**src/fetch_pkg.sv**
```systemverilog
`default_nettype none

package fetch_pkg;

	//////////////////////////////////////////////////
	// Address and instruction widths
	//////////////////////////////////////////////////

	// Byte address of an instruction
	typedef logic [11:0] pc_t;

	// One 32-bit instruction word
	typedef logic [31:0] instr_t;

	// Word index into the RAM, PC without its two low bits
	typedef logic [9:0] word_addr_t;

	//////////////////////////////////////////////////
	// Fetch constants
	//////////////////////////////////////////////////

	// Sequential step, one word
	localparam pc_t PC_STEP = 12'd4;

	// PC value after reset and during a reload
	localparam pc_t PC_RESET = '0;

	// Presented while no valid read is in flight
	localparam instr_t INSTR_ZERO = '0;

	// Debug port reaches the first 32 words only
	localparam int DEBUG_ADDR_W = 5;

endpackage

`default_nettype wire

```
**src/fetch_stage.sv**
```systemverilog
`timescale 1ns/1ns
`default_nettype none

module fetch_stage import fetch_pkg::*; (
	input  logic                    bus,
	input  logic                    reset,
	input  logic                    pc_en,
	input  logic                    debug,
	input  logic [DEBUG_ADDR_W-1:0] debug_addr,
	input  logic                    branch,
	input  logic                    jalr,
	input  pc_t                     branoff,
	input  logic                    load_active,
	output logic                    rd_en,
	output word_addr_t              rd_addr,
	input  instr_t                  rd_data,
	output pc_t                     pc_id,
	output instr_t                  ins
);

	pc_t        pc;
	pc_t        next_pc;
	logic       pc_adv;
	logic       ins_valid;
	word_addr_t dbg_word;

	// Debug freezes the PC
	assign pc_adv = pc_en && !debug;

	// Next address, jalr wins over branch
	always_comb begin
		if (jalr)
			next_pc = branoff;
		else if (branch)
			next_pc = pc + branoff;
		else
			next_pc = pc + PC_STEP;
	end

	//////////////////////////////////////////////////
	// RAM read port
	//////////////////////////////////////////////////

	assign dbg_word = word_addr_t'(debug_addr);
	assign rd_en    = !load_active;
	// Drop the byte offset of the PC
	assign rd_addr  = debug ? dbg_word : pc[$bits(pc_t)-1:2];

	// Program counter, parked at 0 during a reload
	always_ff @(posedge bus) begin
		if (reset || load_active)
			pc <= PC_RESET;
		else if (pc_adv)
			pc <= next_pc;
	end

	// pc_id tracks the RAM latency so address and word stay paired
	always_ff @(posedge bus) begin
		if (reset) begin
			pc_id     <= PC_RESET;
			ins_valid <= 1'b0;
		end else begin
			pc_id     <= pc;
			ins_valid <= rd_en;
		end
	end

	// Zero until a read has completed
	assign ins = ins_valid ? rd_data : INSTR_ZERO;

	// Aligned offsets keep an aligned PC aligned
	assert property (@(posedge bus) disable iff (reset)
		(pc[1:0] == 2'b00 && branoff[1:0] == 2'b00) |=> (pc[1:0] == 2'b00))
	else
		$error("PC lost word alignment");

endmodule

`default_nettype wire

```
**config.mk**
```make
export PLATFORM = sky130hd
export DESIGN_NAME = fetch_stage
export DESIGN_NICKNAME = d
export VERILOG_FILES = /design/src/fetch_pkg.sv /design/src/fetch_stage.sv
export SDC_FILE = /design/constraint.sdc
export NUM_CORES = 1
export LEC_CHECK = 0
export ABC_CLOCK_PERIOD_IN_PS = 4900
export BUFFER_PORTS_ARGS = -buffer_cell sky130_fd_sc_hd__buf_2
export CAP_MARGIN = 20
export CORE_MARGIN = 2
export CORE_UTILIZATION = 40
export CTS_CLUSTER_DIAMETER = 120
export CTS_CLUSTER_SIZE = 16
export DETAILED_ROUTE_END_ITERATION = 8
export PLACE_DENSITY = 0.74
export SLEW_MARGIN = 20
export SYNTH_ARGS = -nofsm -noshare
export SYNTH_HDL_FRONTEND = slang
export SYNTH_SLANG_ARGS = --single-unit
```
**constraint.sdc**
```tcl
create_clock -name bus -period 4.9 [get_ports bus]
set_input_delay 1.225 -clock bus [delete_from_list [all_inputs] [get_ports bus]]
set_output_delay 1.225 -clock bus [all_outputs]
set_load 0.005 [all_outputs]
```
==> metrics.txt <==
status=completed; IO Port Bufs=110; final setup violation count=0; WL/cell=13.00 um; core area=~4700 sq um; maxcap violations=0; Pwr Density=approximately 180 nW/um^2; Mapped Cells=246; top cell type's share of synthesized area=about a quarter; Slew Limit Fails=0; Final nets=around 420; Fin. Hold Viols=0; overall power=462.1 uW; Vias/cell=4.925; DR pass1 iterations=4; Routed WL=5382 um; Tcrit/Tclk final=64.56%; hpwl dp=~4400 um; Clk pin slew, worst setup/hold paths=0.09 ns; YS warnings=0; layout cells sized above 1=36.89%; maximum vdd drop=98.04 uV; Area Overhead vs Synth=32.35%; global route overflow=0; crit path time final=3.163 ns; worst path required time=3.67 ns; Fill cells=437; Crit path largest cell delay=0.36 ns; Setup WS pre-CTS=1.577 ns; Synth cell types=46; count leader, synth=and2_1; synth top area cells=dfxtp_1, and2_1, ha_1, nor2b_1, a21oi_1; # clock sinks=25; CP max FO=13; H-tree Lvls=1; Post-CTS Setup Inserts=0; Mapped Nets=315; Slew HR=45.36%; CP delay by family, top=buffers and inverters; I/O Pins=111; Die H=73.95 um; Reg area=between 500 and 600 sq um; Crit path top cell by count=buf_2; Leakage=1.278 nW; clk_skew=0.007230 ns; clock tree buffer depth=2; largest area contributor in the netlist=dfxtp_1; Worst Setup Slack, final=between 1.5 and 2 ns; Clock Latency Late Sink=0.27 ns; CP max-delay cell=mux2_2; Syn Area/Cell=7.955 sq um; Iter 0 DRT Violations=145; Seq cells post-synth=25; hold_buf cts=0; Initial Util=41.43%; commonest cells in the synthesized netlist=and2_1, dfxtp_1, nor2b_1, nor2_1, a21oi_1; synthesized cell area=1957 sq um; EDFF count, synth=0; ys async rst share=0%; Crit Path Class=in -> out; via count=2039; area of the multi-input gates=1376 sq um; RSZ-0062 raised after global routing=false; CTS tree=done; root buf cell=clkbuf_8; initial antenna violation count=0; DRC Markers=0; vias in the first global route=1760; largest net degree at the start of global routing=33; sequential element share of the synthesized area=25.58%; CTS Buf Count=3; Worst Setup Start Kind=input port; die area=~5500 sq um; Highest Clock Rate=0.3161 GHz; Placer Congestion=0.8766; ANT nets after route=0; setup TNS=0 ns; WP buf/inv=2; diode count=0; Die X=73.95 um; GRT Util Overall=19.20%; critical path arrival=1.94 ns; commonest register cell after synthesis=dfxtp_1; crit end category=output pin; std cell rows=25; CP cell instances=buf_2, mux2_2, buf_2; post-CTS sizing=0; worst min path class=reg -> reg; worst slew pin tran=0.8180 ns; first-pass GRT wire length=8217 um
[where the power goes]
group	switching, mW	internal [mW]	leakage [nW]	total (mW)
Sequential	0.00803	0.208	0.203	0.216
Combinational	0.0600	0.0594	1.05	0.119
Clock	0.0692	0.0577	0.0217	0.127
[through the flow]
| step | hold WS, ns | utilization (%) | std cells | area [sq um] |
|---|---|---|---|---|
| floorplan | 0.4589 | - | 246 | 1957 |
| global placement | 0.4858 | 53.80 | 410 | 2541 |
| detailed placement | 0.4836 | 53.80 | 410 | 2541 |
| CTS | 0.4966 | 54.83 | 414 | 2590 |
| global route | 0.5069 | 54.83 | 414 | 2590 |
| finish | 0.4924 | 54.83 | 414 | 2590 |
[final timing paths]
check	from	to	slack, ns	cells after the start
max	debug	rd_addr[2]	1.74	3
min	pc[0]$_SDFFE_PP0P_	pc_id[0]$_SDFF_PP0_	0.49	1
max reg2reg	pc[0]$_SDFFE_PP0P_	pc[10]$_SDFFE_PP0P_	2.60	8
min reg2reg	pc[0]$_SDFFE_PP0P_	pc_id[0]$_SDFF_PP0_	0.49	1
[state kept, by name, indices dropped and copies added (netlist names)]
| signal | count |
|---|---|
| ins_valid | 1 |
| pc | 12 |
| pc_id | 12 |
[kinds of logic (layout without fill, tap and decap cells)]
kind of cell / Yosys count / in the layout / synth area share (%)
multiplexers: 8 / 8 / 4.348
AND/OR/NAND/NOR: 103 / 103 / 28.84
AO/OA/AOI/OAI: 63 / 63 / 22.63
buffers and inverters: 21 / 122 / 4.092
XOR/XNOR: 13 / 13 / 5.818
adder cells (fa/ha/maj): 13 / 13 / 8.695
flip-flops: 25 / 25 / 25.58
[routing by layer]
| layer | part of all wire, % | global-route usage [%] |
|---|---|---|
| met4 | 1.0 | 6.061 |
| met3 | 7.1 | 1.626 |
| met5 | 0 | 0 |
| met2 | 50 | 34.13 |
| met1 | 42 | 24.59 |
[worst reg2reg max path, stage by stage, from the launching register on]
cell and delay, ns:
dfxtp_1 0.33, ha_1 0.23, fa_1 0.43, a21oi_1 0.18, o211a_1 0.24, nor3_1 0.07
or3_1 0.31, a311oi_1 0.27, o31ai_1 0.11
[placed cells by master, fill, tap and decap left out, types with 2 or more instances in the layout]
cell type  count
ha_1          12
nor3_1         4
a21oi_1       16
a211oi_1       9
nand3_1        6
a21o_1         2
mux2i_1        4
and2_1        33
nor2b_1       19
nand4_1        2
or3_1          2
nand2b_1       3
mux2_2         4
xor2_1         5
nor2_1        17
buf_2        110
or2_2          2
o21ai_0       14
o211ai_1       2
o31ai_1        3
dfxtp_1       25
xnor2_1        8
clkbuf_8       3
inv_1          8
nand2_1       12
a41oi_1        2
[final cells by class]
class	instances	area share, %
Inverter	8	1.159
Timing Repair Buffer	110	21.26
Tap cell	67	3.237
Sequential cell	25	19.32
Multi-Input combinational cell	200	53.14
Clock inverter	1	0.2899
Clock buffer	3	1.594
No activity file was read; power rests on OpenSTA's default activity.
