--- src/load_pkg.sv ---
`default_nettype none

package load_pkg;

	//////////////////////////////////////////////////
	// UART framing
	//////////////////////////////////////////////////

	// 8N1 frames, no parity
	localparam int UART_DATA_BITS = 8;

	typedef logic [UART_DATA_BITS-1:0] byte_t;

	// Receiver FSM states
	typedef enum logic [1:0] {
		UART_IDLE,
		UART_START,
		UART_DATA,
		UART_STOP
	} uart_state_t;

	//////////////////////////////////////////////////
	// Program loader
	//////////////////////////////////////////////////

	// Little-endian, least significant byte first on the line
	localparam int BYTES_PER_WORD = 4;

	typedef logic [$clog2(BYTES_PER_WORD)-1:0] byte_idx_t;

endpackage

`default_nettype wire

--- src/uart_rx.sv ---
`timescale 1ns/1ns
`default_nettype none

module uart_rx import load_pkg::*; #(
	parameter int CLKS_PER_BIT = 4
) (
	input  logic  bus,
	input  logic  reset,
	input  logic  rx,
	output byte_t rx_byte,
	output logic  rx_valid
);

	localparam int CNT_W = $clog2(CLKS_PER_BIT + 1);
	localparam int BIT_W = $clog2(UART_DATA_BITS);

	// Last count of a full bit and of half a bit
	localparam logic [CNT_W-1:0] BIT_LAST  = CNT_W'(CLKS_PER_BIT - 1);
	localparam logic [CNT_W-1:0] HALF_LAST = CNT_W'(CLKS_PER_BIT / 2 - 1);
	localparam logic [BIT_W-1:0] LAST_BIT  = BIT_W'(UART_DATA_BITS - 1);

	logic             rx_meta;
	logic             rx_sync;
	uart_state_t      state;
	logic [CNT_W-1:0] clk_cnt;
	logic [BIT_W-1:0] bit_cnt;
	byte_t            shift;
	logic             bit_mid;

	// Two-flop synchronizer, line idles high
	always_ff @(posedge bus) begin
		if (reset) begin
			rx_meta <= 1'b1;
			rx_sync <= 1'b1;
		end else begin
			rx_meta <= rx;
			rx_sync <= rx_meta;
		end
	end

	// Middle of a data or stop bit
	assign bit_mid = (clk_cnt == BIT_LAST);

	//////////////////////////////////////////////////
	// Receiver FSM
	//////////////////////////////////////////////////

	always_ff @(posedge bus) begin
		if (reset) begin
			state    <= UART_IDLE;
			clk_cnt  <= '0;
			bit_cnt  <= '0;
			rx_valid <= 1'b0;
		end else begin
			rx_valid <= 1'b0;
			case (state)
				UART_IDLE: begin
					clk_cnt <= '0;
					bit_cnt <= '0;
					// Falling edge starts a frame
					if (!rx_sync)
						state <= UART_START;
				end
				UART_START: begin
					if (clk_cnt == HALF_LAST) begin
						clk_cnt <= '0;
						// Glitch shorter than half a bit, back to idle
						state   <= rx_sync ? UART_IDLE : UART_DATA;
					end else begin
						clk_cnt <= clk_cnt + 1'b1;
					end
				end
				UART_DATA: begin
					if (bit_mid) begin
						clk_cnt <= '0;
						bit_cnt <= bit_cnt + 1'b1;
						if (bit_cnt == LAST_BIT)
							state <= UART_STOP;
					end else begin
						clk_cnt <= clk_cnt + 1'b1;
					end
				end
				UART_STOP: begin
					if (bit_mid) begin
						clk_cnt  <= '0;
						state    <= UART_IDLE;
						// Bad stop bit drops the byte
						rx_valid <= rx_sync;
					end else begin
						clk_cnt <= clk_cnt + 1'b1;
					end
				end
				default: state <= UART_IDLE;
			endcase
		end
	end

	// Data path, LSB arrives first
	always_ff @(posedge bus) begin
		if (state == UART_DATA && bit_mid)
			shift <= {rx_sync, shift[UART_DATA_BITS-1:1]};
		if (state == UART_STOP && bit_mid)
			rx_byte <= shift;
	end

endmodule

`default_nettype wire

--- config.mk ---
export PLATFORM = sky130hd
export DESIGN_NAME = uart_rx
export DESIGN_NICKNAME = d
export VERILOG_FILES = /design/src/load_pkg.sv /design/src/uart_rx.sv
export SDC_FILE = /design/constraint.sdc
export NUM_CORES = 1
export LEC_CHECK = 0
export BUFFER_PORTS_ARGS = -buffer_cell sky130_fd_sc_hd__buf_2
export CAP_MARGIN = 20
export CORE_AREA = 2 2 63 65
export DETAILED_ROUTE_END_ITERATION = 10
export DIE_AREA = 0 0 65 67
export GPL_ROUTABILITY_DRIVEN = 0
export SLEW_MARGIN = 30
export SYNTH_ARGS = -nofsm -noshare
export SYNTH_HDL_FRONTEND = slang
export SYNTH_SLANG_ARGS = --single-unit
export TNS_END_PERCENT = 50
--- constraint.sdc ---
create_clock -name bus -period 1.7 [get_ports bus]
set_input_delay 0.34 -clock bus [delete_from_list [all_inputs] [get_ports bus]]
set_output_delay 0.34 -clock bus [all_outputs]
set_load 0.03 [all_outputs]
==> metrics.csv <==
stage,metric,value,unit
sta,hold_violations,0,
setup_path,cp.required,1.67,ns
pwr,p_leak,0.410,nW
setup_path,cpPeakStageDelay,0.36,ns
sta,min_period,1.54,ns
sta,finalSetupTns,0,ns
sta,skew,0.00324,ns
layout,syn2layout_area_growth,14.8,%
floorplan,rows,22,
clock_tree,cts.clk_slew.worst_paths,0.09,ns
detailed_routing,viasPerCell,4.17,
sta,fmax,0.651,GHz
setup_path,rr_endpoint,shift[4],
floorplan,core_region_area,3610,um^2
sta,slew_headroom,75.3,%
setup_path,start_kind,register,
run_status,outcome,finished clean,
setup_path,critPathTopFamily,simple AND/OR/NAND/NOR gates,
clock_tree,cts_buffers,3,
setup_path,rr_worst_depth,4,
placed_design,place_hpwl,1.01,mm
setup_path,crit_buf_inv,0,
grt,grt_pass1_vias,593,
setup_path,worstPathMaxFanout,8,
setup_path,worstPathCellList,"ha_1, ha_1, and2b_1, and2_2",
floorplan,die_h,67,um
layout,layout.nets,96,
layout,drive_gt1_share,22.1,%
layout,n_antenna_cell,0,
setup_path,worstSetupEndpointType,register,
clock_tree,cts_buffer_depth,2,
logic_synthesis,ys_ff_latch,27,
min_path,hold_end,rx_meta,
placed_design,io_buffers,11,
setup_path,cpMaxStageDelayCell,dfxtp_1,
grt,antenna_found_initial,0,
grt,grt_pass1_wl,2.44,mm
layout,final_cell_mix,"edfxtp_1 (16), dfxtp_1 (11), buf_2 (11), ha_1 (6), nor2_1 (4)",
detailed_routing,drtIter0Drc,11,
setup_path,arrival,1.50,ns
clock_tree,clkSinkCount,27,
detailed_routing,vias,559,
floorplan,start_util,28.1,%
floorplan,die_w,65,um
clock_tree,insertion_delay,0.26,ns
clock_tree,htreeDepth,1,
sta,setup_viol,0,
floorplan,ios,12,
setup_path,rr_startpoint,clk_cnt[0],
pwr,vdd_ir_drop_max,0.517,mV
detailed_routing,ant_nets,0,
sta,rsz0062_at_grt,false,
grt,overflow,0,
clock_tree,cts_tree,done,
detailed_routing,first_pass_iters,3,
pwr,power.density,912,nW/um^2
clock_tree,cts-root-buf,clkbuf_8,
grt,track_usage,7.28,%
flow_run,cap_violations,0,
detailed_routing,wl,1.33,mm
logic_synthesis,syn_inst,73,
sta,whs,0.247,ns
min_path,hp-start,rx,
min_path,hold_class,input pin to register,
sta,tightest_slew,0.371,ns
sta,finalCritPeriodShare,90.3,%
setup_path,crit_top_cell,ha_1,
logic_synthesis,ys_seq_area_share,69.2,%
floorplan,dieArea,4360,um^2
setup_path,critPathKind,register to register,
sta,drv_slew,0,
logic_synthesis,yosysUniqueCellTypes,23,
setup_path,r2r_setup_slack,0.16,ns
logic_synthesis,synthesis.area,1010,um^2
detailed_routing,drc,0,
logic_synthesis,syn_nets,82,
min_path,whs_path_depth,2,
detailed_routing,wl_per_cell,9.90,um
logic_synthesis,ys_warn_count,0,
layout,mostFrequentLayoutCell,edfxtp_1,
logic_synthesis,avgSynthCellArea,13.9,um^2
grt,grt_max_degree,17,
[layer usage]
metal | vias up | track usage, % | routed length (um)
li1 | 286 | - | -
met1 | 260 | 7.72 | 590
met2 | 13 | 13.8 | 658
met3 | 0 | 3.04 | 78
met4 | 0 | 0.798 | 0
met5 | - | 0 | 0
[cell usage after synthesis]
cell | instances | share of area (%)
a211oi_1 | 2 | 1.5
a21oi_1 | 3 | 1.5
a31oi_1 | 2 | 1.2
a32oi_1 | 1 | 0.87
and2_1 | 1 | 0.62
and2b_1 | 1 | 0.74
buf_4 | 3 | 2.2
dfxtp_1 | 11 | 22
edfxtp_1 | 16 | 47
ha_1 | 6 | 7.4
inv_1 | 3 | 1.1
inv_2 | 1 | 0.37
nand2_1 | 3 | 1.1
nand2b_4 | 1 | 1.4
nand3_1 | 2 | 0.99
nand3b_1 | 2 | 1.5
nor2_1 | 4 | 1.5
nor2b_1 | 2 | 1.2
nor3_1 | 3 | 1.5
nor4b_1 | 1 | 0.87
o21ai_1 | 2 | 0.99
or2_1 | 2 | 1.2
or4b_1 | 1 | 0.99
[repair_timing]
item | in CTS | in global routing
endpoints found under the hold margin | 0 | 0
hold buffers | 0 | 0
gates resized for setup | 0 | 1
setup endpoints to repair | 0 | 8
setup buffers | 0 | 0
[worst max path at each step]
stage                          start         end  slack [ns]  cells after the start
final                     clk_cnt[0]    shift[4]        0.16                      4
after global routing      clk_cnt[0]    shift[7]        0.01                      4
after CTS                 clk_cnt[0]    shift[4]        0.02                      4
after detailed placement  clk_cnt[0]    shift[6]        0.03                      4
after global placement    clk_cnt[0]    shift[7]        0.12                      4
after floorplan           clk_cnt[0]  rx_byte[0]        0.17                      4
[report_power, final]
group	leakage, nW	switching [mW]	internal, mW	total, mW
combinational	0.156	0.00827	0.00775	0.0160
clock	0.0217	0.185	0.166	0.350
sequential	0.233	0.00515	0.689	0.694
total	0.410	0.198	0.862	1.06
[area by class of cell]
cell class | instances | area, um^2
timing repair buffer | 12 | 62.6
sequential | 27 | 701
inverter | 4 | 15.0
clock buffer | 3 | 41.3
fill | 358 | 2440
multi-input combinational | 39 | 275
clock inverter | 1 | 7.51
tap | 48 | 60.1
[per-stage QoR]
| stage | utilization [%] | setup WS (ns) | power (mW) | std cells | area (um^2) |
|---|---|---|---|---|---|
| floorplan | - | 0.171 | 0.723 | 73 | 1010 |
| global placement | 30.8 | 0.117 | 0.725 | 130 | 1110 |
| detailed placement | 30.8 | 0.0290 | 0.726 | 130 | 1110 |
| CTS | 32.2 | 0.0191 | 1.08 | 134 | 1160 |
| global route | 32.2 | 0.0121 | 1.12 | 134 | 1160 |
| finish | 32.2 | 0.165 | 1.06 | 134 | 1160 |
[flip-flops by register name, indices dropped and copies added, names as in the netlist, named ones only]
name,count
rx_valid,1
bit_cnt,3
shift,8
rx_byte,8
state,1
clk_cnt,3
rx_meta,1
rx_sync,1
[cells by family after synthesis]
logic type	after synthesis	synth area share, %
AOI/OAI and AO/OA	10	6.06
and+or+nand+nor	23	13.6
DFF	27	69.2
buffers and inverters	7	3.71
adders and majority gates	6	7.42
(Power assumes the default switching activity.)
