<file path="config.mk">
export PLATFORM = sky130hd
export DESIGN_NAME = prog_loader
export DESIGN_NICKNAME = d
export VERILOG_FILES = /design/src/fetch_pkg.sv /design/src/load_pkg.sv /design/src/prog_loader.sv
export SDC_FILE = /design/constraint.sdc
export NUM_CORES = 1
export LEC_CHECK = 0
export ABC_CLOCK_PERIOD_IN_PS = 2800
export BUFFER_PORTS_ARGS = -buffer_cell sky130_fd_sc_hd__buf_4
export CAP_MARGIN = 20
export CELL_PAD_IN_SITES_DETAIL_PLACEMENT = 1
export CELL_PAD_IN_SITES_GLOBAL_PLACEMENT = 2
export CORE_MARGIN = 3
export CORE_UTILIZATION = 36
export CTS_CLUSTER_DIAMETER = 60
export DETAILED_ROUTE_END_ITERATION = 6
export HOLD_SLACK_MARGIN = 0.12
export MAX_ROUTING_LAYER = met4
export PLACE_DENSITY = 0.78
export SYNTH_ARGS = -nofsm -noshare
export SYNTH_HDL_FRONTEND = slang
export SYNTH_SLANG_ARGS = --single-unit
</file>
<file path="constraint.sdc">
create_clock -name bus -period 2.8 [get_ports bus]
set_clock_uncertainty 0.2 [all_clocks]
set_input_delay 0.14 -clock bus [delete_from_list [all_inputs] [get_ports bus]]
set_output_delay 0.14 -clock bus [all_outputs]
set_load 0.05 [all_outputs]
</file>
<file path="src/fetch_pkg.sv">
`default_nettype none

package fetch_pkg;

	//////////////////////////////////////////////////
	// Address and instruction widths
	//////////////////////////////////////////////////

	// Byte address of an instruction
	typedef logic [11:0] pc_t;

	// One 32-bit instruction word
	typedef logic [31:0] instr_t;

	// Word index into the RAM, PC without its two low bits
	typedef logic [9:0] word_addr_t;

	//////////////////////////////////////////////////
	// Fetch constants
	//////////////////////////////////////////////////

	// Sequential step, one word
	localparam pc_t PC_STEP = 12'd4;

	// PC value after reset and during a reload
	localparam pc_t PC_RESET = '0;

	// Presented while no valid read is in flight
	localparam instr_t INSTR_ZERO = '0;

	// Debug port reaches the first 32 words only
	localparam int DEBUG_ADDR_W = 5;

endpackage

`default_nettype wire

</file>
<file path="src/load_pkg.sv">
`default_nettype none

package load_pkg;

	//////////////////////////////////////////////////
	// UART framing
	//////////////////////////////////////////////////

	// 8N1 frames, no parity
	localparam int UART_DATA_BITS = 8;

	typedef logic [UART_DATA_BITS-1:0] byte_t;

	// Receiver FSM states
	typedef enum logic [1:0] {
		UART_IDLE,
		UART_START,
		UART_DATA,
		UART_STOP
	} uart_state_t;

	//////////////////////////////////////////////////
	// Program loader
	//////////////////////////////////////////////////

	// Little-endian, least significant byte first on the line
	localparam int BYTES_PER_WORD = 4;

	typedef logic [$clog2(BYTES_PER_WORD)-1:0] byte_idx_t;

endpackage

`default_nettype wire

</file>
<file path="src/prog_loader.sv">
`timescale 1ns/1ns
`default_nettype none

module prog_loader import load_pkg::*, fetch_pkg::*; (
	input  logic       bus,
	input  logic       reset,
	input  logic       prog,
	input  byte_t      rx_byte,
	input  logic       rx_valid,
	output logic       wb_cyc,
	output logic       wb_stb,
	output logic       wb_we,
	output word_addr_t wb_adr,
	output instr_t     wb_dat_w,
	input  logic       wb_ack,
	output logic       load_active
);

	// Bytes held before the last one completes a word
	localparam int BUF_W = (BYTES_PER_WORD - 1) * UART_DATA_BITS;
	localparam byte_idx_t LAST_BYTE = byte_idx_t'(BYTES_PER_WORD - 1);

	logic             prog_q;
	logic             prog_rise;
	logic             byte_take;
	logic             word_done;
	byte_idx_t        byte_cnt;
	logic [BUF_W-1:0] byte_buf;

	assign prog_rise = prog && !prog_q;
	// Bytes only count while programming
	assign byte_take = prog && !prog_rise && rx_valid;
	assign word_done = byte_take && (byte_cnt == LAST_BYTE);

	// Classic single write, strobe follows cycle
	assign wb_stb = wb_cyc;
	assign wb_we  = wb_cyc;

	//////////////////////////////////////////////////
	// Byte count, address and bus cycle
	//////////////////////////////////////////////////

	always_ff @(posedge bus) begin
		if (reset) begin
			prog_q      <= 1'b0;
			byte_cnt    <= '0;
			wb_adr      <= '0;
			wb_cyc      <= 1'b0;
			load_active <= 1'b0;
		end else begin
			prog_q      <= prog;
			// Stays up until a trailing write has finished
			load_active <= prog || wb_cyc;
			if (prog_rise) begin
				// New program always starts at word 0
				byte_cnt <= '0;
				wb_adr   <= '0;
			end else begin
				if (byte_take)
					byte_cnt <= byte_cnt + 1'b1;
				if (wb_cyc && wb_ack)
					wb_adr <= wb_adr + 1'b1;
			end
			// Drop the cycle right after ack
			if (wb_cyc && wb_ack)
				wb_cyc <= 1'b0;
			else if (word_done)
				wb_cyc <= 1'b1;
		end
	end

	// Word assembly, little-endian
	always_ff @(posedge bus) begin
		if (byte_take) begin
			if (byte_cnt == LAST_BYTE)
				wb_dat_w <= {rx_byte, byte_buf};
			else
				byte_buf <= {rx_byte, byte_buf[BUF_W-1:UART_DATA_BITS]};
		end
	end

	// Request held with stable address and data until the RAM acks
	assert property (@(posedge bus) disable iff (reset)
		(wb_stb && !wb_ack) |=> (wb_stb && $stable(wb_adr) && $stable(wb_dat_w)))
	else
		$error("loader dropped or changed a write before ack");

endmodule

`default_nettype wire

</file>
==> metrics, run 1 <==
status=finished, final reports clean; Total Routing Usage GR=14.0%; final worst-path cycle share=65.9%; Slew headroom=38.4%; clk sinks=71; vias in the first global route=1482; Setup TNS=0 ns; Core Region=0.00613 sq mm; Max Slew Vio Count=0; Lkg Pwr=0.00117 uW; post-cts resize count=0; critical path launch point type=flop; synth cell count leaders=edfxtp_1, dfxtp_1, a21oi_1; Cells after Synth=131; HPWL after detailed placement=3030 microns; number of synthesized register bits=71; ANT cells=0; critical path endpoint category=flop; FFs w/ async S/R, synth=0%; Synth area leaders=edfxtp_1, dfxtp_1, a21oi_1; Synth Flop Type=edfxtp_1; Starting DRT DRC Count=37; Nets=227; Die Ht=86.9 microns; RSZ-0062 raised after global routing=no; clk root buf=clkbuf_8; top cell type's share of synthesized area=71.5%; global-route wire length before repair=7530 microns; largest net degree at the start of global routing=33; layout cells sized above 1=35.9%; IO Port Bufs=58; Clock Tree Buf Depth=2; Syn Nets=146; Hold WC Path Type=flop to flop; dpl cell area=0.00287 sq mm; Num CTS Buffers=9; Avg WL per Cell=16.1 microns; sequential share of the synthesized area=84.2%; post-layout minimum cycle time=1.84 ns; remaining antenna violation count=0; CTS tree=done; drt total wl=4690 microns; H-tree Lvls=3; Critical Path AT=1.91 ns; fmax=542 MHz; Hold-fix buffers, CTS=14; Max Fanout on Critical Path=12; Synth Area per Inst=18.0 sq um; Die Span X=86.9 microns; R2R setup slack=0.96 ns; leading area contributor after synthesis=edfxtp_1; row cnt=28; number of synthesized flops with an enable pin=56; drt drc=0; Ys Warns=0; WS Path Type=flop to flop; post-CTS setup buffer count=0; maximum vdd drop=0.256 mV; GP Congestion=0.765; cell area after synthesis=0.00235 sq mm; clock edge transition at the registers on the reported setup and hold paths=0.08 ns; Initial DRT Pass Iterations=3; Power Dens Cells=619 mW/mm^2; Via Count=1395; Via-to-Cell Ratio=4.78; initial cell density of the core=38.4%; Final Hold Viols=0; measured slew at the worst slew-check pin=0.922 ns; die area=0.00754 sq mm; area grow syn2layout=36.3%; Worst EP required=2.86 ns; Util after Layout=52.3%; Cell variety after synth=23; antenna violations before repair=0; final instance area=0.00321 sq mm; most common cell in the synthesized netlist=edfxtp_1; Overflow after GRT=0; Final setup viols=0; clk_lat worst skew=0.34 ns; io pins=59; max cap viols=0
routing by layer:
metal  wire (microns)  track usage (%)  vias up
met4               81             6.80        0
met3              288             3.69       11
met5                0                -        -
met1             1910             15.7      675
li1                 -                -      660
met2             2410             23.0       49
critical path, cell delays in order, from the launching register on:
cell and delay, ns:
dfxtp_1 0.54, nand4_2 0.30, or4_1 0.57, a21oi_1 0.16
flip-flops by register name (all words and copies together) (netlist names):
signal,flops
wb_adr,10
byte_buf,24
prog_q,1
wb_dat_w,32
byte_cnt,2
load_active,1
wb_cyc,1
report_power, final:
group	internal (uW)	switching (uW)	total (uW)
registers	1140	3.59	1140
logic	25.7	20.9	46.6
clock network	411	387	797
kinds of logic (layout without fill, tap and decap cells):
kind of cell / after synthesis / count (layout) / share of synthesized area, %
mux: 1 / 1 / 0.425
flops: 71 / 71 / 84.2
simple gates: 30 / 30 / 7.18
fa+ha+maj: 2 / 2 / 1.06
compound gates: 17 / 17 / 4.25
buf+inv: 7 / 93 / 1.75
xor+xnor: 3 / 3 / 1.12
worst paths after layout:
path / from / end / cells past startpoint
min reg2reg: byte_buf[7] / wb_dat_w[7] / 0
min: byte_buf[7] / wb_dat_w[7] / 0
max: wb_cyc / wb_adr[7] / 3
max reg2reg: wb_cyc / wb_adr[7] / 3
cells in the final DEF, fill, tap and decap left out:
master          n
edfxtp_1       56
o21ai_0         2
mux2i_1         1
dfxtp_1        15
a21oi_1         9
or4_1           5
nor2_2          1
bufinv_16       1
clkinvlp_4      4
buf_4          60
and4_1          1
o31ai_1         5
ha_1            2
inv_1           3
nand2b_2        1
clkinv_1        1
nor2_1          7
nand3_1         6
o21bai_1        1
or2b_1          1
nand4_2         1
inv_6           1
clkbuf_8        9
xor2_1          3
nand2_1         4
nand4_1         1
dlygate4sd3_1  14
or3_1           2
metrics by stage:
step / power [uW] / worst slack, ns / std cells / hold WS [ns]
after floorplan: 1170 / 0.650 / 131 / 0.00669
after global placement: 1190 / 1.06 / 262 / 0.120
after detailed placement: 1200 / 0.986 / 262 / 0.125
after CTS: 2010 / 0.961 / 292 / 0.215
after global routing: 2060 / 0.801 / 292 / 0.236
final: 1980 / 0.955 / 292 / 0.219
final cells by class:
cell class / instances / area, sq um
multi-input cells: 53 / 333
inverters: 3 / 11.3
clock inverters: 7 / 72.6
well taps: 75 / 93.8
fillers: 603 / 2920
repair buffers: 74 / 591
flip-flops and latches: 71 / 1980
clock buffers: 9 / 124
Note: power is estimated with default switching activity, not from simulation.
==> run 2: changes to the inputs <==
ABC_CLOCK_PERIOD_IN_PS = 1900   (was 2800)
clock period = 1.9 ns   (was 2.8 ns; I/O delays follow)
==> metrics, run 2 (same netlist as run 1, synthesis figures left out) <==
status=finished, final reports clean; Worst Hold Path EP=wb_dat_w[2]; die area=0.00754 sq mm; Core Region=0.00613 sq mm; largest net degree at the start of global routing=33; area grow syn2layout=37.1%; Lkg Pwr=0.00119 uW; largest reg by FF count=wb_dat_w; Avg WL per Cell=14.9 microns; switching share of total power=19.4%; Util after Layout=52.6%; Starting DRT DRC Count=71; worst hold path depth=0; RR Startpoint=byte_cnt[0]; Max Fanout on Critical Path=2; CTS tree=done; clock edge transition at the registers on the reported setup and hold paths=0.07 ns; worst-path cell chain=ha_2, and4_4, nand2b_2, a21oi_1, dlygate4sd3_1; Multi-input gate area=338 sq um; Flop pwr share=58.5%; commonest non-fill, non-tap cell in the layout=buf_4; clk_lat worst skew=0.33 ns; post-layout minimum cycle time=1.78 ns; Power Dens Cells=891 mW/mm^2; Final setup viols=0; HPWL after detailed placement=2940 microns; global-route wire length before repair=7130 microns; Die Ht=86.9 microns; Overflow after GRT=0; worst r2r dst=wb_cyc; Initial DRT Pass Iterations=4; Critical Path AT=1.85 ns; Pint=2320 uW; drt total wl=4380 microns; Worst path slowest cell=dlygate4sd3_1; measured slew at the worst slew-check pin=0.308 ns; Setup TNS=0 ns; maximum vdd drop=0.447 mV; io pins=59; CP peak stage delay=0.55 ns; Clock Power Share=39.1%; worst-case reg-to-reg path depth=5; clk root buf=clkbuf_8; ANT cells=0; sw power=557 uW; max reg flops=32; dpl cell area=0.00289 sq mm; WS Path Type=flop to flop; Via Count=1387; Worst EP required=1.97 ns; IO Port Bufs=58; Nets=228; Final Hold Viols=0; final instance area=0.00323 sq mm; Register Area=0.00199 sq mm; Hold WC Path Type=flop to flop; Via-to-Cell Ratio=4.73; Worst Hold Launch=byte_buf[2]; Max Slew Vio Count=0; Comb power frac=2.4%; H-tree Lvls=3; final worst-path cycle share=93.9%; critical path endpoint category=flop; Slew headroom=79.5%; clk sinks=71; layout cells sized above 1=38.5%; Largest regs=wb_dat_w x32, byte_buf x24, wb_adr x10; initial cell density of the core=38.4%; Die Span X=86.9 microns; most frequent cells in the layout=buf_4, edfxtp_1, dlygate4sd3_1; row cnt=28; Total Routing Usage GR=13.1%; drt drc=0; GP Congestion=0.721; antenna violations before repair=0; Clock Tree Buf Depth=2; vias in the first global route=1438; critical path launch point type=flop; fmax=561 MHz; remaining antenna violation count=0; RSZ-0062 raised after global routing=no; Num CTS Buffers=9; R2R setup slack=0.12 ns; max cap viols=0; # fillers=603
## run 2: cell count changes in the layout (fill, tap and decap cells not counted), sizes merged
cell	delta
buf	+2
clkbuf	+1
clkinv	+4
clkinvlp	-4
dlygate4sd3	-1
inv	-1
## run 2: per-layer routing
layer | routed length [microns] | global-route usage, %
met4 | 49 | 5.95
met5 | 0 | -
met3 | 297 | 4.16
met1 | 1850 | 15.2
met2 | 2180 | 20.8
## run 2: repair_timing
item / in CTS / in global routing
hold endpoints to repair: 31 / 0
gates resized for setup: 0 / 4
hold buffers: 13 / 0
setup endpoints to repair: 0 / 1
setup buffers: 0 / 1
## run 2: worst max-delay path: cells and delay by family, from the launching register on
family | cells | cell delay [ns]
compound gates | 1 | 0.13
fa+ha+maj | 1 | 0.19
buf+inv | 1 | 0.55
flops | 1 | 0.34
simple gates | 2 | 0.31
## run 2: power by group through the flow
stage	Combinational, uW	Sequential [uW]	Clock, uW
2_1_floorplan	12.1	1720	0
3_3_place_gp	48.0	1710	0
3_5_place_dp	50.0	1710	0
4_1_cts	70.2	1680	1160
5_1_grt	76.4	1680	1240
6_report	70.3	1680	1120
## run 2: how the worst max path moves through the flow
stage | startpoint | to | slack, ns | cells past startpoint
2_1_floorplan | wb_adr[0] | wb_adr[8] | 0.0006 | 4
5_1_grt | byte_cnt[0] | wb_cyc | 0.003 | 5
3_5_place_dp | wb_adr[2] | wb_adr[7] | 0.23 | 3
6_report | byte_cnt[0] | wb_cyc | 0.12 | 5
3_3_place_gp | wb_cyc | wb_adr[7] | 0.30 | 3
4_1_cts | byte_cnt[0] | wb_cyc | 0.04 | 5
## run 2: area by class of cell
class,instances,share of cell area [%]
inverter,3,0.349
clock buffer,10,3.96
tap,75,2.91
timing repair buffer,75,18.9
sequential,71,61.6
multi-input combinational,53,10.5
clock inverter,6,1.90
## run 2: stage by stage
step / hold slack [ns] / setup slack (ns) / total power [uW] / cells
6_report: 0.222 / 0.116 / 2870 / 293
5_1_grt: 0.239 / 0.00328 / 3000 / 293
4_1_cts: 0.222 / 0.0426 / 2910 / 292
3_5_place_dp: 0.0807 / 0.234 / 1760 / 263
3_3_place_gp: 0.0751 / 0.303 / 1760 / 263
2_1_floorplan: -0.0433 / 0.000626 / 1730 / 131
==> run 3: changes to the inputs <==
CORE_MARGIN = 5   (was 3)
==> metrics, run 3 (same netlist as run 1, synthesis figures left out) <==
RSZ-0062 raised after global routing=no; Flop pwr share=54.9%; Nets=228; drt drc=0; Slew headroom=79.7%; Max Fanout on Critical Path=2; HPWL after detailed placement=3150 microns; clk sinks=71; Worst EP required=1.97 ns; measured slew at the worst slew-check pin=0.305 ns; Worst Hold Path EP=wb_dat_w[0]; post-layout minimum cycle time=1.80 ns; most frequent cells in the layout=buf_4, edfxtp_1, dfxtp_1, dlygate4sd3_1; Hold WC Path Type=flop to flop; vias in the first global route=1560; final worst setup slack=0.0971 ns; remaining antenna violation count=0; drt total wl=4730 microns; Comb power frac=2.3%; status=finished, final reports clean; critical path launch point type=flop; Via-to-Cell Ratio=4.69; area grow syn2layout=38.5%; Total Routing Usage GR=12.8%; R2R setup slack=0.1 ns; Num CTS Buffers=9; GP Congestion=0.773; CTS tree=done; sw power=599 uW; Pint=2460 uW; Worst Hold Launch=byte_buf[0]; H-tree Lvls=3; Die Ht=90.9 microns; max cap viols=0; post-CTS setup buffer count=0; pre-CTS setup slack=0.204 ns; non-filler cells, final=295; RR Startpoint=byte_cnt[1]; clk_lat worst skew=0.32 ns; Final setup viols=0; Power Dens Cells=939 mW/mm^2; largest reg by FF count=wb_dat_w; Initial DRT Pass Iterations=4; maximum vdd drop=0.439 mV; WS Path Type=flop to flop; Core Region=0.00635 sq mm; io pins=59; placed insts=266; crit path from=byte_cnt[1]; clk root buf=clkbuf_8; antenna violations before repair=0; Final Hold Viols=0; worst-case reg-to-reg path depth=5; critical path endpoint category=flop; Setup TNS=0 ns; clock edge transition at the registers on the reported setup and hold paths=0.08 ns; Clock Tree Buf Depth=2; ANT cells=0; Overflow after GRT=0; row cnt=29; Die Span X=90.9 microns; final worst-path cycle share=94.9%; fmax=555 MHz; commonest non-fill, non-tap cell in the layout=buf_4; Largest regs=wb_dat_w x32, byte_buf x24, wb_adr x10; die area=0.00825 sq mm; worst r2r dst=wb_cyc; initial cell density of the core=37.1%; Starting DRT DRC Count=46; layout cells sized above 1=38.5%; largest net degree at the start of global routing=33; Via Count=1383; hold_ws=0.214 ns; global-route wire length before repair=7980 microns; Critical Path AT=1.87 ns; Max Slew Vio Count=0; Avg WL per Cell=16.0 microns; Clock Power Share=42.9%; worst hold path depth=0; switching share of total power=19.6%; IO Port Bufs=58; Design Power=3060 uW; max reg flops=32; Lkg Pwr=0.00120 uW
## run 3: how the worst max path moves through the flow
stage,end,cells past startpoint,slack [ns]
floorplan,wb_adr[8],4,0.0006
global placement,wb_adr[7],3,0.33
detailed placement,wb_adr[5],3,0.20
CTS,wb_cyc,5,0.05
global route,wb_cyc,5,0.01
finish,wb_cyc,5,0.1
## run 3: final cells by class
cell class	instances	area, sq um
Clock buffer	10	128
Clock inverter	6	95.1
Fill cell	627	3090
Inverter	3	11.3
Multi-Input combinational cell	53	338
Sequential cell	71	1980
Tap cell	77	96.3
Timing Repair Buffer	75	608
## run 3: per-stage QoR
step                      util [%]  area [sq um]
after floorplan                  -          2360
after global placement        45.7          2900
after detailed placement      45.7          2900
after CTS                     51.3          3260
after global routing          51.3          3260
final                         51.3          3260
## run 3: what timing repair did
item,in CTS,in global routing
hold buffers,13,0
gates resized for setup,0,3
endpoints found under the setup margin,0,1
hold endpoints to repair,31,0
## run 3: worst max-delay path, stage by stage, from the launching register on
cell and delay [ns]:
dfxtp_1 0.34, ha_2 0.19, and4_4 0.26, nand2b_2 0.06, a21oi_1 0.13, dlygate4sd3_1 0.56
## run 3: layer usage
layer / vias up / GRT usage, % / share of wire, %
li1: 663 / - / -
met1: 667 / 14.4 / 41
met2: 47 / 20.8 / 52
met3: 6 / 4.25 / 6.3
met4: 0 / 5.50 / 1.1
met5: - / - / 0
## run 3: power by group through the flow
stage / sequential, uW / clock (uW) / combinational, uW
CTS: 1680 / 1350 / 70.9
global route: 1680 / 1420 / 76.8
global placement: 1710 / 0 / 47.3
floorplan: 1720 / 0 / 12.1
detailed placement: 1710 / 0 / 50.3
finish: 1680 / 1310 / 70.2
